===== config.mk =====
export PLATFORM = sky130hd
export DESIGN_NAME = periph_subsystem
export DESIGN_NICKNAME = d
export VERILOG_FILES = /design/src/common/periph_bus_pkg.sv /design/src/common/periph_map_pkg.sv /design/src/gpio/periph_gpio.sv /design/src/hdl/periph_int_ctrl.sv /design/src/hdl/periph_subsystem.sv /design/src/timer/periph_timer.sv
export SDC_FILE = /design/constraint.sdc
export NUM_CORES = 1
export LEC_CHECK = 0
export BUFFER_PORTS_ARGS = -buffer_cell sky130_fd_sc_hd__buf_2
export CORE_MARGIN = 10
export CORE_UTILIZATION = 54
export CTS_CLUSTER_DIAMETER = 200
export DETAILED_ROUTE_END_ITERATION = 12
export GPL_TIMING_DRIVEN = 0
export PLACE_DENSITY = 0.77
export SYNTH_ARGS = -nofsm -noshare
export SYNTH_HDL_FRONTEND = slang
export SYNTH_SLANG_ARGS = --single-unit

===== constraint.sdc =====
create_clock -name clk -period 5.3 [get_ports clk]
set_input_delay 0.265 -clock clk [delete_from_list [all_inputs] [get_ports clk]]
set_output_delay 0.265 -clock clk [all_outputs]
set_load 0.01 [all_outputs]

===== src/common/periph_bus_pkg.sv =====
/* bus signalling types for the peripheral block
   data width, per-block request and response structs */
package periph_bus_pkg;

    localparam int data_width = 8;

    // one per block, built by the address decoder
    typedef struct packed {
        logic [3:0]            offset;
        logic [data_width-1:0] wdata;
        logic                  we;
    } bus_req_t;

    // zero when the block is not selected
    typedef struct packed {
        logic [data_width-1:0] rdata;
    } bus_rsp_t;

endpackage


===== src/common/periph_map_pkg.sv =====
/* register map of the peripheral window
   block offsets and sizes, local register offsets, block and source enums */
package periph_map_pkg;

    localparam int window_size = 10;

    // block placement inside the window
    localparam int gpio_off   = 0;
    localparam int gpio_size  = 4;
    localparam int timer_off  = 4;
    localparam int timer_size = 3;
    localparam int intc_off   = 7;
    localparam int intc_size  = 3;

    // gpio registers
    localparam logic [3:0] gpio_reg_gpi   = 4'd0;
    localparam logic [3:0] gpio_reg_gpo   = 4'd1;
    localparam logic [3:0] gpio_reg_mask  = 4'd2;
    localparam logic [3:0] gpio_reg_flags = 4'd3;

    // timer registers
    localparam logic [3:0] timer_reg_ctrl   = 4'd0;
    localparam logic [3:0] timer_reg_reload = 4'd1;
    localparam logic [3:0] timer_reg_count  = 4'd2;

    // interrupt controller registers
    localparam logic [3:0] intc_reg_mask = 4'd0;
    localparam logic [3:0] intc_reg_pend = 4'd1;
    localparam logic [3:0] intc_reg_src  = 4'd2;

    typedef enum logic [1:0] {
        blk_none,
        blk_gpio,
        blk_timer,
        blk_intc
    } periph_block_t;

    typedef enum logic [1:0] {
        src_none  = 2'd0,
        src_gpio  = 2'd1,
        src_timer = 2'd2
    } int_source_t;

endpackage


===== src/gpio/periph_gpio.sv =====
/* gpio port with output register, input sampling,
   rising-edge flags with mask and level interrupt */
`timescale 1ns/10ps

module periph_gpio
    import periph_bus_pkg::*, periph_map_pkg::*;
(
    input  logic       clk,
    input  logic       reset,
    input  logic       sel,
    input  bus_req_t   req,
    output bus_rsp_t   rsp,
    input  logic [7:0] gpi,
    output logic [7:0] gpo,
    output logic       irq
);

    logic [7:0] gpi_q;
    logic [7:0] gpi_prev;
    logic [7:0] mask;
    logic [7:0] flags;
    logic [7:0] rise;
    logic [7:0] clr;

    assign rise = gpi_q & ~gpi_prev;
    assign clr  = (req.we && req.offset == gpio_reg_flags) ? req.wdata : 8'h00;

    always_ff @(posedge clk)
    begin
        if (reset)
        begin
            gpi_q    <= '0;
            gpi_prev <= '0;
            gpo      <= '0;
            mask     <= '0;
            flags    <= '0;
        end
        else
        begin
            gpi_q    <= gpi;
            gpi_prev <= gpi_q;
            // a new edge wins over a clear in the same cycle
            flags    <= (flags & ~clr) | rise;
            if (req.we && req.offset == gpio_reg_gpo)
                gpo <= req.wdata;
            if (req.we && req.offset == gpio_reg_mask)
                mask <= req.wdata;
        end
    end

    assign irq = |(flags & mask);

    always_comb
    begin
        rsp.rdata = '0;
        if (sel)
        begin
            case (req.offset)
                gpio_reg_gpi:   rsp.rdata = gpi_q;
                gpio_reg_gpo:   rsp.rdata = gpo;
                gpio_reg_mask:  rsp.rdata = mask;
                gpio_reg_flags: rsp.rdata = flags;
                default:        rsp.rdata = '0;
            endcase
        end
    end

    // a zero mask write silences the interrupt from the next cycle on
    a_irq_needs_mask: assert property (@(posedge clk) disable iff (reset)
        (req.we && req.offset == gpio_reg_mask && req.wdata == '0) |=> !irq);

endmodule


===== src/hdl/periph_int_ctrl.sv =====
/* interrupt controller with pending latch, enable mask,
   priority encoder for the source code and the cpu interrupt line */
`timescale 1ns/10ps

module periph_int_ctrl
    import periph_bus_pkg::*, periph_map_pkg::*;
(
    input  logic     clk,
    input  logic     reset,
    input  logic     sel,
    input  bus_req_t req,
    output bus_rsp_t rsp,
    input  logic     gpio_irq,
    input  logic     timer_irq,
    output logic     cpu_int
);

    logic [1:0]  pending;
    logic [1:0]  mask;
    logic [1:0]  active;
    logic [1:0]  clr;
    int_source_t source;

    assign clr = (req.we && req.offset == intc_reg_pend) ? req.wdata[1:0] : 2'b00;

    always_ff @(posedge clk)
    begin
        if (reset)
        begin
            pending <= '0;
            mask    <= '0;
        end
        else
        begin
            // bit0 gpio, bit1 timer
            // a live request beats the clear
            pending <= (pending & ~clr) | {timer_irq, gpio_irq};
            if (req.we && req.offset == intc_reg_mask)
                mask <= req.wdata[1:0];
        end
    end

    assign active  = pending & mask;
    assign cpu_int = |active;

    // gpio has the higher priority
    always_comb
    begin
        if (active[0])
            source = src_gpio;
        else if (active[1])
            source = src_timer;
        else
            source = src_none;
    end

    always_comb
    begin
        rsp.rdata = '0;
        if (sel)
        begin
            case (req.offset)
                intc_reg_mask: rsp.rdata = {{(data_width-2){1'b0}}, mask};
                intc_reg_pend: rsp.rdata = {{(data_width-2){1'b0}}, pending};
                intc_reg_src:  rsp.rdata = {{(data_width-2){1'b0}}, source};
                default:       rsp.rdata = '0;
            endcase
        end
    end

    // source register as read over the bus
    a_int_matches_source: assert property (@(posedge clk) disable iff (reset)
        (sel && req.offset == intc_reg_src) |-> (cpu_int == (rsp.rdata != '0)));

endmodule


===== src/hdl/periph_subsystem.sv =====
/* peripheral block top with address window decode, per-block requests,
   read data OR and the gpio, timer and interrupt controller instances */
`timescale 1ns/10ps

module periph_subsystem
    import periph_bus_pkg::*, periph_map_pkg::*;
#(
    parameter logic [15:0] base_addr      = 16'hFF00,
    parameter int          timer_prescale = 4
)
(
    input  logic                  clk,
    input  logic                  reset,
    input  logic                  enable,
    input  logic [15:0]           addr,
    input  logic [data_width-1:0] data_in,
    input  logic                  write_en,
    output logic [data_width-1:0] data_out,
    input  logic [7:0]            gpi,
    output logic [7:0]            gpo,
    output logic                  cpu_int
);

    logic          in_window;
    logic [3:0]    win_off;
    logic [3:0]    local_off;
    periph_block_t target;
    logic          sel_gpio, sel_timer, sel_intc;
    bus_req_t      req_gpio, req_timer, req_intc;
    bus_rsp_t      rsp_gpio, rsp_timer, rsp_intc;
    logic          gpio_irq, timer_irq;

    // 17-bit compare so a window at the top of memory does not wrap
    assign in_window = enable && (addr >= base_addr) &&
                       ({1'b0, addr} < 17'(base_addr) + 17'(window_size));
    assign win_off   = 4'(addr - base_addr);

    always_comb
    begin
        target    = blk_none;
        local_off = '0;
        if (in_window)
        begin
            if (win_off < 4'(gpio_off + gpio_size))
            begin
                target    = blk_gpio;
                local_off = win_off - 4'(gpio_off);
            end
            else if (win_off < 4'(timer_off + timer_size))
            begin
                target    = blk_timer;
                local_off = win_off - 4'(timer_off);
            end
            else if (win_off < 4'(intc_off + intc_size))
            begin
                target    = blk_intc;
                local_off = win_off - 4'(intc_off);
            end
        end
    end

    assign sel_gpio  = (target == blk_gpio);
    assign sel_timer = (target == blk_timer);
    assign sel_intc  = (target == blk_intc);

    assign req_gpio  = '{offset: local_off, wdata: data_in, we: write_en && sel_gpio};
    assign req_timer = '{offset: local_off, wdata: data_in, we: write_en && sel_timer};
    assign req_intc  = '{offset: local_off, wdata: data_in, we: write_en && sel_intc};

    // unselected blocks return zero
    assign data_out = rsp_gpio.rdata | rsp_timer.rdata | rsp_intc.rdata;

    periph_gpio u_gpio (
        .clk   (clk),
        .reset (reset),
        .sel   (sel_gpio),
        .req   (req_gpio),
        .rsp   (rsp_gpio),
        .gpi   (gpi),
        .gpo   (gpo),
        .irq   (gpio_irq)
    );

    periph_timer #(.prescale(timer_prescale)) u_timer (
        .clk   (clk),
        .reset (reset),
        .sel   (sel_timer),
        .req   (req_timer),
        .rsp   (rsp_timer),
        .irq   (timer_irq)
    );

    periph_int_ctrl u_int_ctrl (
        .clk       (clk),
        .reset     (reset),
        .sel       (sel_intc),
        .req       (req_intc),
        .rsp       (rsp_intc),
        .gpio_irq  (gpio_irq),
        .timer_irq (timer_irq),
        .cpu_int   (cpu_int)
    );

    // at most one block drives the read data OR
    a_one_block_selected: assert property (@(posedge clk) disable iff (reset)
        $onehot0({|rsp_gpio.rdata, |rsp_timer.rdata, |rsp_intc.rdata}));

endmodule


===== src/timer/periph_timer.sv =====
/* down-counting timer with prescaler, reload register,
   run and auto-reload control and a one-cycle tick interrupt */
`timescale 1ns/10ps

module periph_timer
    import periph_bus_pkg::*, periph_map_pkg::*;
#(
    parameter int prescale = 4
)
(
    input  logic     clk,
    input  logic     reset,
    input  logic     sel,
    input  bus_req_t req,
    output bus_rsp_t rsp,
    output logic     irq
);

    localparam int pre_w = (prescale > 1) ? $clog2(prescale) : 1;

    logic [pre_w-1:0]      pre_cnt;
    logic                  run;
    logic                  auto_reload;
    logic [data_width-1:0] reload;
    logic [data_width-1:0] count;
    logic                  tick;

    assign tick = run && (pre_cnt == pre_w'(prescale - 1));

    always_ff @(posedge clk)
    begin
        if (reset)
        begin
            pre_cnt     <= '0;
            run         <= 1'b0;
            auto_reload <= 1'b0;
            reload      <= '0;
            count       <= '0;
            irq         <= 1'b0;
        end
        else
        begin
            irq <= 1'b0;
            // prescaler only advances while running
            if (!run || tick)
                pre_cnt <= '0;
            else
                pre_cnt <= pre_cnt + 1'b1;

            if (tick)
            begin
                if (count == '0)
                begin
                    irq <= 1'b1;
                    if (auto_reload)
                        count <= reload;
                    else
                        run <= 1'b0;
                end
                else
                    count <= count - 1'b1;
            end

            // bus writes take priority over the tick
            if (req.we && req.offset == timer_reg_ctrl)
            begin
                run         <= req.wdata[0];
                auto_reload <= req.wdata[1];
            end
            if (req.we && req.offset == timer_reg_reload)
            begin
                reload <= req.wdata;
                count  <= req.wdata;
            end
        end
    end

    always_comb
    begin
        rsp.rdata = '0;
        if (sel)
        begin
            case (req.offset)
                timer_reg_ctrl:   rsp.rdata = {{(data_width-2){1'b0}}, auto_reload, run};
                timer_reg_reload: rsp.rdata = reload;
                timer_reg_count:  rsp.rdata = count;
                default:          rsp.rdata = '0;
            endcase
        end
    end

    a_irq_single_cycle: assert property (@(posedge clk) disable iff (reset)
        irq |=> !irq);

endmodule

# Yosys cells after proc, flatten, opt, wreduce, memory -nomap -nowiden
# Index checks and enable logic that the tools add are counted.
[op_classes]
addsub = 5
bitwise_logic = 13
magnitude_cmp = 5
n_eq_ne = 9
reduce_logical = 26
muxes = 27
[ops]
columns = ["cell", "n"]
rows = [
  ["2-to-1 mux 8 bit", 8],
  ["case mux 8 bit (4 select lines)", 1],
  ["bitwise AND 8 bit", 3],
  ["OR 8 bit", 3],
  ["case mux 8 bit (3 select lines)", 1],
  [">= comparator 16 bit, second input constant", 1],
  ["less-than comparator 16 bit, second input constant", 1],
  ["2-to-1 mux 4 bit", 4],
  ["inverter 8 bit", 2],
  ["2-to-1 mux 2 bit", 7],
  ["logical AND 1 bit", 13],
  ["equality test 4 x 2 -> 1 bit, second input constant", 2],
  ["logical NOT 8 bit", 1],
  ["less-than comparator 4 x 3 -> 1 bit, second input constant", 2],
  ["OR reduction 8 bit", 1],
  ["subtractor 4 x 3 -> 4 bit, second input constant", 2],
  ["subtractor 8 x 1 -> 8 bit, second input constant", 1],
  ["equality test 2 bit, second input constant", 3],
  ["case mux 2 bit (3 select lines)", 1],
  ["nonzero test 2 bit", 3],
  ["OR reduction 2 bit", 3],
  ["2-to-1 mux 1 bit", 5],
  ["bitwise AND 2 bit", 2],
  ["equality test 4 x 1 -> 1 bit, second input constant", 1],
  ["14 further kinds", 14],
]
[totals]
out_inout_bits = 17
wordCells = 98
in_bits = 36
ff_bits = 65

# Depth between registers and ports, before layout
# Gate-level depths: netlist of the first run.
[depth]
word_depth = 13
ltp_mapped = 9
depth_no_buf = 8

# Hierarchy
# A second synthesis of the first run with hierarchy kept.
[unflattened]
hier_cells = 445
hier_area_um2 = 3752.3
[by_module_without_submodules]
columns = ["module", "n_inst", "area_per_inst_um2", "cells_per_inst", "seq_area_each_um2"]
rows = [
  ["periph_gpio", 1, 1764.2, 192, 800.8],
  ["periph_timer", 1, 1300.0, 163, 420.4],
  ["periph_subsystem", 1, 371.6, 51, 0.0],
  ["periph_int_ctrl", 1, 316.6, 39, 80.1],
]

# Worst setup path before layout of the first run
# Ideal clock, no wire load.
[synth_path]
path_type = "input to output"
start = "input port addr[3]"
end = "output port data_out[2]"
slack_ns = 2.964
stages = 8
required_ns = 5.035
n_path_buf = 2
arrival_ns = 2.071
cell_sequence = "buf_6 or3b_4 o221ai_4 buf_2 nand2_1 nor2_1 a22oi_1 o2bb2ai_1"
[synth_via]
elab_chain_cells = 11
word_cells_on_any_way = 30
classes_between = "add/sub: 3; order compare: 5; eq/ne: 5; mux: 12; bitwise: 2; reduce/logical: 3"
[synth_lines]
columns = ["item", "line", "text"]
rows = [
  ["from (decl)", "periph_subsystem.sv:15", "input logic [15:0] addr,"],
  ["subtractor 4 x 1 -> 4 bit", "periph_subsystem.sv:36", "assign win_off = 4'(addr - base_addr);"],
  ["subtractor 4 x 3 -> 4 bit / less-than comparator 4 bit (equally long branches)", "periph_subsystem.sv:57, periph_subsystem.sv:54", ""],
  ["2-to-1 mux 4 bit", "periph_subsystem.sv:54", "else if (win_off < 4'(intc_off + intc_size))"],
  ["2-to-1 mux 4 bit", "periph_subsystem.sv:49", "else if (win_off < 4'(timer_off + timer_size))"],
  ["2-to-1 mux 4 bit", "periph_subsystem.sv:44", "if (win_off < 4'(gpio_off + gpio_size))"],
  ["2-to-1 mux 4 bit", "periph_subsystem.sv:42", "if (in_window)"],
  ["equality test 4 x 2 -> 1 bit (tied with other cells)", "periph_gpio.sv:58", "case (req.offset)"],
  ["case mux 8 bit (4 select lines) / case mux 8 bit (3 select lines) (equally long branches)", "periph_gpio.sv:58, periph_timer.sv:83", ""],
  ["2-to-1 mux 8 bit, on equally long branches", "periph_gpio.sv:56, periph_timer.sv:81", ""],
  ["OR 8 bit (*) (2 in series)", "periph_subsystem.sv:71", "assign data_out = rsp_gpio.rdata | rsp_timer.rdata | rsp_intc.rdata;"],
  ["to (decl)", "periph_subsystem.sv:18", "output logic [data_width-1:0] data_out,"],
]
# Every way passes the cells marked *; elsewhere a longest branch is shown, timed or not.

# Worst setup path after layout of the first run
[layout_path]
start = "input port addr[0]"
end = "output port data_out[7]"
# The elaborated chain is that of the path after synthesis.

==> flow_summary_export.csv, run 1 <==
group,metric,value,unit
run_status,run_status,"completed",
die,ioPinCount,53,
synth,synth_compound_gate_area_share,21.73,%
timing,fin_worst_skew,0.005103,ns
global_routing,grt_overflow,0,
timing,timing.slew.headroom,54.55,%
die,rows,28,
drt,final_routed_drc_violation_total,0,
setup_path,worstSetupPathType,"in -> out",
setup_path,cp_data_required_time,5.04,ns
drt,wl_met1,3983,um
timing,setup_total_negative_slack,0,ns
die,die-width,98.43,um
setup_path,cp_data_arrival_time,2.81,ns
placed_design,place_hpwl,6794,um
power_and_ir_drop,p_switching,0.0002480,W
min_path,hold_path.class,"in -> reg",
synth,post_synth_num_cell_types,64,
timing,maxClockFrequency,325.1,MHz
placed_design,placement.io_buffers,49,
synth,synthMostInstantiatedCell,"sky130_fd_sc_hd__dfxtp_1",
synth,asyncSetResetFlopFracSynth,0,%
die,die-area,9688,sq um
global_routing,track_usage,18.35,%
synth,yosys-top-cells-area,"sky130_fd_sc_hd__dfxtp_1, sky130_fd_sc_hd__mux2i_1, sky130_fd_sc_hd__a21oi_1, sky130_fd_sc_hd__nand2_1, sky130_fd_sc_hd__a22oi_1",
drt,viasPerCell,6.039,
timing,finalWorstPathRequiredPeriod,3.076,ns
global_routing,grt_antenna_before_repair,0,
flow_run,maxCapViolations,0,
power_and_ir_drop,p_leak,1.652,nW
synth,postSynthAreaPerCell,8.978,sq um
drt,top_signal_layer_used,"met4",
die,core_area,5956,sq um
power_and_ir_drop,pwr_density_cell,269.1,nW/um^2
synth,synthesis.instances,370,
synth,main_combinational_cell_family_by_area_after_synthesis,"simple AND/OR/NAND/NOR gates",
setup_path,worstSetupStartpointType,"input pin",
clock_tree,clock_sinks,65,
clock_tree,cell_at_the_root_of_the_clock_tree,"sky130_fd_sc_hd__clkbuf_8",
drt,ant_nets,0,
clock_tree,cts_htree_levels,3,
drt,route.final.wire_length,9230,um
clock_tree,cts_made_buffers,9,
synth,synth.net_count,410,
final_layout,area_growth_syn_to_layout,16.80,%
clock_tree,ctsResizeCount,0,
drt,detail_route.iter0.violations,301,
power_and_ir_drop,clkPwrFrac,43.7,%
global_routing,grt_pass1_wl,14810,um
synth,ys_ff_latch,65,
synth,synthTopCellsByCount,"sky130_fd_sc_hd__dfxtp_1, sky130_fd_sc_hd__a21oi_1, sky130_fd_sc_hd__nand2_1",
clock_tree,holdBufCountCts,0,
synth,netlist_area,3322,sq um
synth,synth-main-ff-cell,"sky130_fd_sc_hd__dfxtp_1",
drt,drt_pass1_iterations,5,
setup_path,critical_path.max_fanout,10,
power_and_ir_drop,power.switching_fraction,23.76,%
clock_tree,cts.path.max_buffers,2,
timing,worst_pin_slew,0.6817,ns
synth,number_of_enable_flip_flop_cells_after_synthesis,0,
global_routing,pin_count_of_the_biggest_net_entering_global_routing,13,
drt,route.met2.wl,4304,um
timing,report.final.slew_viol_count,0,
die,dieHeight,98.43,um
synth,synthSimpleGateAreaFrac,22.98,%
synth,synth_sequential_area_ratio,39.17,%
final_layout,diodes,0,
clock_tree,tritoncts,"done",
timing,timing.final.hold_violations,0,
power_and_ir_drop,combPwrFrac,7.9,%
timing,final_min_period_over_clock_period,58.03,%
clock_tree,clk_transition_reported_paths,0.07,ns
drt,drt-wirelength-per-cell,18.10,um
final_layout,finalNetCount,470,
power_and_ir_drop,power.internal,0.0007960,W
timing,setup_slack,2.224,ns
power_and_ir_drop,totalPowerFinal,0.001044,W
synth,synthXorXnorAreaFrac,0.2637,%
synth,yosys.area_share.adder,1.507,%
placed_design,dp_slack,2.268,ns
final_layout,proportion_of_layout_cells_with_a_drive_suffix_above_1,22.07,%
global_routing,vias_in_the_first_global_route,3010,
drt,routed-via-count,3080,
placed_design,gpl.final_weighted_congestion,0.8798,
synth,yosys_warnings,0,
power_and_ir_drop,vdd_drop_max,0.3086,mV
clock_tree,worst_skew_pair.late_latency,0.34,ns
clock_tree,cts_setup_buffers,0,
die,floorplan.initialDensity,55.78,%
timing,setup_viol,0,
drt,detailroute.wirelength.met3,697,um
timing,rsz0062_at_grt,"no",
synth,synth_top_area_share,39.17,%
synth,share_of_synthesized_area_spent_on_multiplexers,8.738,%
power_and_ir_drop,seq_power_share,48.3,%
synth,yosysTopAreaCell,"sky130_fd_sc_hd__dfxtp_1",
setup_path,worst_setup_path_end_kind,"output port",
==> power groups by stage <==
stage	combinational [W]	clock (W)	sequential, W
after floorplan	0.0000501	0	0.000513
after global placement	0.0000798	0	0.000515
after detailed placement	0.0000817	0	0.000516
after CTS	0.0000822	0.000463	0.000504
after global routing	0.0000897	0.000486	0.000506
final	0.0000829	0.000456	0.000505
==> metrics by stage <==
| step | std cells | cell area [sq um] | util (%) | hold WS [ns] |
|---|---|---|---|---|
| 6_report | 510 | 3880 | 65.15 | 0.1264 |
| 2_1_floorplan | 370 | 3322 | - | 0.3932 |
| 3_5_place_dp | 494 | 3661 | 61.47 | 0.4293 |
| 4_1_cts | 510 | 3880 | 65.15 | 0.1146 |
| 3_3_place_gp | 494 | 3661 | 61.47 | 0.4201 |
| 5_1_grt | 510 | 3880 | 65.15 | 0.1210 |
==> placed cells by master (no fill, tap or decap), drive strengths merged, types with 3 or more instances in the layout <==
master and n:
a22oi 15, nand2 33, nor4b 3, or3 4, clkinv 4, ha 4, buf 59, o2bb2ai 6
clkbuf 19, nor2b 16, o221ai 6, nand4 8, a2bb2oi 5, nor2 31, o21ai 20, nand2b 9
inv 19, and3 3, a21oi 33, mux2i 29, dfxtp 65
==> metal layers <==
layer / vias to the layer above / track usage [%]
met5: - / 0
met4: 0 / 8.931
li1: 1464 / -
met2: 136 / 29.05
met3: 22 / 4.818
met1: 1458 / 22.59
==> worst paths after layout <==
kind / cells after the start / from / endpoint / slack [ns]
worst max-delay path: 10 / addr[0] / data_out[7] / 2.22
worst min-delay path: 2 / gpi[6] / u_gpio.gpi_q[6] / 0.13
worst max register to register: 7 / u_timer.count[2] / u_timer.count[0] / 2.89
worst min register to register: 1 / u_timer.pre_cnt[0] / u_timer.pre_cnt[0] / 0.44
==> area by class of cell <==
type	count	area [sq um]
plain buffers	20	115.1
clock buffers	9	123.9
well taps	75	93.84
repair buffers	49	245.2
inverters	19	71.32
clock inverters	7	95.09
fillers	510	2076
flip-flops and latches	65	1301
multi-input cells	266	1834
==> sequential cells by signal, indices dropped and copies added (netlist names) <==
register             cells
u_gpio.gpi_prev          8
u_timer.irq              1
u_timer.reload           8
u_timer.pre_cnt          2
u_gpio.gpo               8
u_int_ctrl.mask          2
u_gpio.mask              8
u_timer.run              1
u_timer.auto_reload      1
u_int_ctrl.pending       2
u_timer.count            8
u_gpio.gpi_q             8
u_gpio.flags             8
==> cells by family after synthesis <==
logic type	after synthesis
multiplexers	29
buffers and inverters	39
AND/OR/NAND/NOR	127
adder cells (fa/ha/maj)	4
AO/OA/AOI/OAI	105
XOR/XNOR	1
flip-flops	65
==> critical path, stage by stage <==
cell                        delay [ns]
sky130_fd_sc_hd__buf_2            0.13
sky130_fd_sc_hd__ha_1             0.31
sky130_fd_sc_hd__a21bo_2          0.28
sky130_fd_sc_hd__o221ai_4         0.30
sky130_fd_sc_hd__buf_2            0.36
sky130_fd_sc_hd__nand2_1          0.14
sky130_fd_sc_hd__nor2_1           0.44
sky130_fd_sc_hd__a22oi_1          0.15
sky130_fd_sc_hd__o2bb2ai_1        0.24
sky130_fd_sc_hd__buf_2            0.17
Power figures use the tool's default switching activity.
==> run 2: changes to the inputs <==
--- a/config.mk
+++ b/config.mk
@@ -7,11 +7,11 @@
 export LEC_CHECK = 0
 export BUFFER_PORTS_ARGS = -buffer_cell sky130_fd_sc_hd__buf_2
 export CORE_MARGIN = 10
-export CORE_UTILIZATION = 54
+export CORE_UTILIZATION = 51
 export CTS_CLUSTER_DIAMETER = 200
 export DETAILED_ROUTE_END_ITERATION = 12
 export GPL_TIMING_DRIVEN = 0
-export PLACE_DENSITY = 0.77
+export PLACE_DENSITY = 0.76
 export SYNTH_ARGS = -nofsm -noshare
 export SYNTH_HDL_FRONTEND = slang
 export SYNTH_SLANG_ARGS = --single-unit
==> constraint.sdc (replaced) <==
create_clock -name clk -period 2.7 [get_ports clk]
set_input_delay 0.135 -clock clk [delete_from_list [all_inputs] [get_ports clk]]
set_output_delay 0.135 -clock clk [all_outputs]
set_load 0.01 [all_outputs]
==> run 2 against run 1 <==
Against the previous run:
- hold slack worse by 0.13 ns
- flip-flop and latch count unchanged
- total power up 98%
==> flow_summary_export.csv, run 2 (synthesized netlist as in run 1, its figures left out) <==
group,metric,value,unit
run_status,run_status,"completed",
final_layout,postLayoutCellArea,3959,sq um
placed_design,place_hpwl,6805,um
setup_path,timing.critical_path.max_delay_family,"compound AO/OA/AOI/OAI gates",
drt,final_routed_drc_violation_total,0,
placed_design,gpl.final_weighted_congestion,0.9452,
global_routing,pin_count_of_the_biggest_net_entering_global_routing,12,
final_layout,finalNetCount,476,
placed_design,dp_slack,-0.08262,ns
min_path,holdPathStages,2,
global_routing,grt_antenna_before_repair,0,
setup_path,worstSetupStartpointType,"input pin",
global_routing,grt_pass1_wl,14630,um
drt,drt_pass1_iterations,7,
setup_path,slowest_stage,"sky130_fd_sc_hd__ha_1",
final_layout,area_growth_syn_to_layout,19.17,%
timing,timing.final.hold_violations,0,
timing,worst_pin_slew,0.6109,ns
flow_run,maxCapViolations,0,
setup_path,worstSetupPathType,"in -> out",
timing,final_min_period_over_clock_period,92.56,%
drt,drt-wirelength-per-cell,17.60,um
global_routing,track_usage,17.82,%
setup_path,r2r_cells,7,
setup_path,worstPathCellList,"buf_2 -> ha_1 -> a21bo_2 -> o221ai_4 -> buf_4 -> nand2_1 -> nor2_4 -> a22oi_1 -> o2bb2ai_1 -> buf_2",
die,dieHeight,100.7,um
clock_tree,clk_transition_reported_paths,0.07,ns
setup_path,cp_data_arrival_time,2.36,ns
drt,detail_route.iter0.violations,229,
drt,viasPerCell,6.025,
placed_design,dpl_cell_area,3664,sq um
setup_path,worstPathBufferInverterCount,3,
clock_tree,worst_skew_pair.late_latency,0.34,ns
global_routing,vias_in_the_first_global_route,3006,
timing,maxClockFrequency,400.1,MHz
final_layout,diodes,0,
setup_path,critical-path-top-cell-by-count,"sky130_fd_sc_hd__buf_2",
min_path,hold_path.class,"in -> reg",
die,ioPinCount,53,
power_and_ir_drop,p_leak,1.676,nW
drt,route.final.wire_length,9097,um
global_routing,grt_overflow,0,
timing,rsz0062_at_grt,"no",
die,die-area,10140,sq um
drt,ant_nets,0,
clock_tree,cts_htree_levels,3,
timing,timing.slew.headroom,58.84,%
power_and_ir_drop,vdd_drop_max,0.5040,mV
clock_tree,cts_made_buffers,9,
clock_tree,cell_at_the_root_of_the_clock_tree,"sky130_fd_sc_hd__clkbuf_8",
die,floorplan.initialDensity,52.32,%
clock_tree,cts_setup_buffers,0,
setup_path,cp_data_required_time,2.57,ns
setup_path,worst_setup_path_end_kind,"output port",
timing,setup_total_negative_slack,0,ns
timing,fin_worst_skew,0.007686,ns
power_and_ir_drop,pwr_density_cell,523.2,nW/um^2
clock_tree,clock_sinks,65,
timing,report.final.slew_viol_count,0,
clock_tree,cts.path.max_buffers,2,
final_layout,mostFrequentLayoutCells,"sky130_fd_sc_hd__dfxtp_1, sky130_fd_sc_hd__buf_2, sky130_fd_sc_hd__a21oi_1",
final_layout,proportion_of_layout_cells_with_a_drive_suffix_above_1,22.27,%
timing,setup_slack,0.2008,ns
clock_tree,tritoncts,"done",
setup_path,critical_path.max_fanout,10,
placed_design,placement.io_buffers,49,
final_layout,finish.utilization,62.34,%
setup_path,critical_path.max_stage_delay,0.32,ns
timing,setup_viol,0,
drt,routed-via-count,3115,
timing,finalWorstPathRequiredPeriod,2.499,ns
setup_path,timing.critical_path.depth,10,
die,rows,29,
final_layout,final_common_cell,"sky130_fd_sc_hd__dfxtp_1",
die,core_area,6350,sq um
power_and_ir_drop,totalPowerFinal,0.002071,W
die,die-width,100.7,um
run 2: changes by cell type in the layout (fill, tap and decap cells not counted), sizes merged:
cell / delta
dlygate4sd3: +6
clkbuf: +1
clkinv: -3
clkinvlp: +1
run 2: cell type report:
class                   count  area (sq um)
repair buffers             55         305.3
clock buffers              10         137.6
plain buffers              20         118.9
fillers                   562          2391
clock inverters             5         80.08
flip-flops and latches     65          1301
well taps                  77         96.34
inverters                  19         71.32
multi-input cells         266          1848
run 2: path summary, 6_finish.rpt:
path / from / end / slack (ns)
setup / recovery: addr[0] / data_out[7] / 0.20
hold reg to reg: u_timer.irq / u_int_ctrl.pending[1] / 0.43
hold / removal: gpi[0] / u_gpio.gpi_q[0] / 0.0008
setup reg to reg: u_timer.count[2] / u_timer.count[0] / 0.29
run 2: layer usage:
metal | GRT usage (%) | routed length (um) | vias up
met5 | 0 | 0 | -
met4 | 6.522 | 156 | 0
met3 | 5.418 | 819 | 15
met2 | 28.60 | 4219 | 113
met1 | 21.89 | 3902 | 1508
li1 | - | - | 1479
run 2: worst register-to-register path: stages (launching register included):
cell	delay [ns]
sky130_fd_sc_hd__dfxtp_1	0.37
sky130_fd_sc_hd__or4_4	0.56
sky130_fd_sc_hd__or4b_1	0.50
sky130_fd_sc_hd__clkbuf_2	0.17
sky130_fd_sc_hd__or3b_1	0.36
sky130_fd_sc_hd__a21oi_1	0.14
sky130_fd_sc_hd__or3_1	0.11
sky130_fd_sc_hd__a21oi_1	0.06
run 2: timing repair:
item	CTS	global route
setup endpoints to repair	7	7
cloned	0	0
hold buffers	6	0
pin swaps	0	0
hold endpoints to repair	6	0
gates resized for setup	2	4
run 2: through the flow:
step                      cells  hold slack, ns
after floorplan             370          0.2632
after global placement      496          0.3416
after detailed placement    496          0.3486
after CTS                   517       0.0004420
after global routing        517         0.01435
final                       517       0.0007630
run 2: report_power, final:
| group | switching, W | internal [W] |
|---|---|---|
| Clock | 0.000372 | 0.000538 |
| Sequential | 0.0000130 | 0.000978 |
| Combinational | 0.0000977 | 0.0000726 |
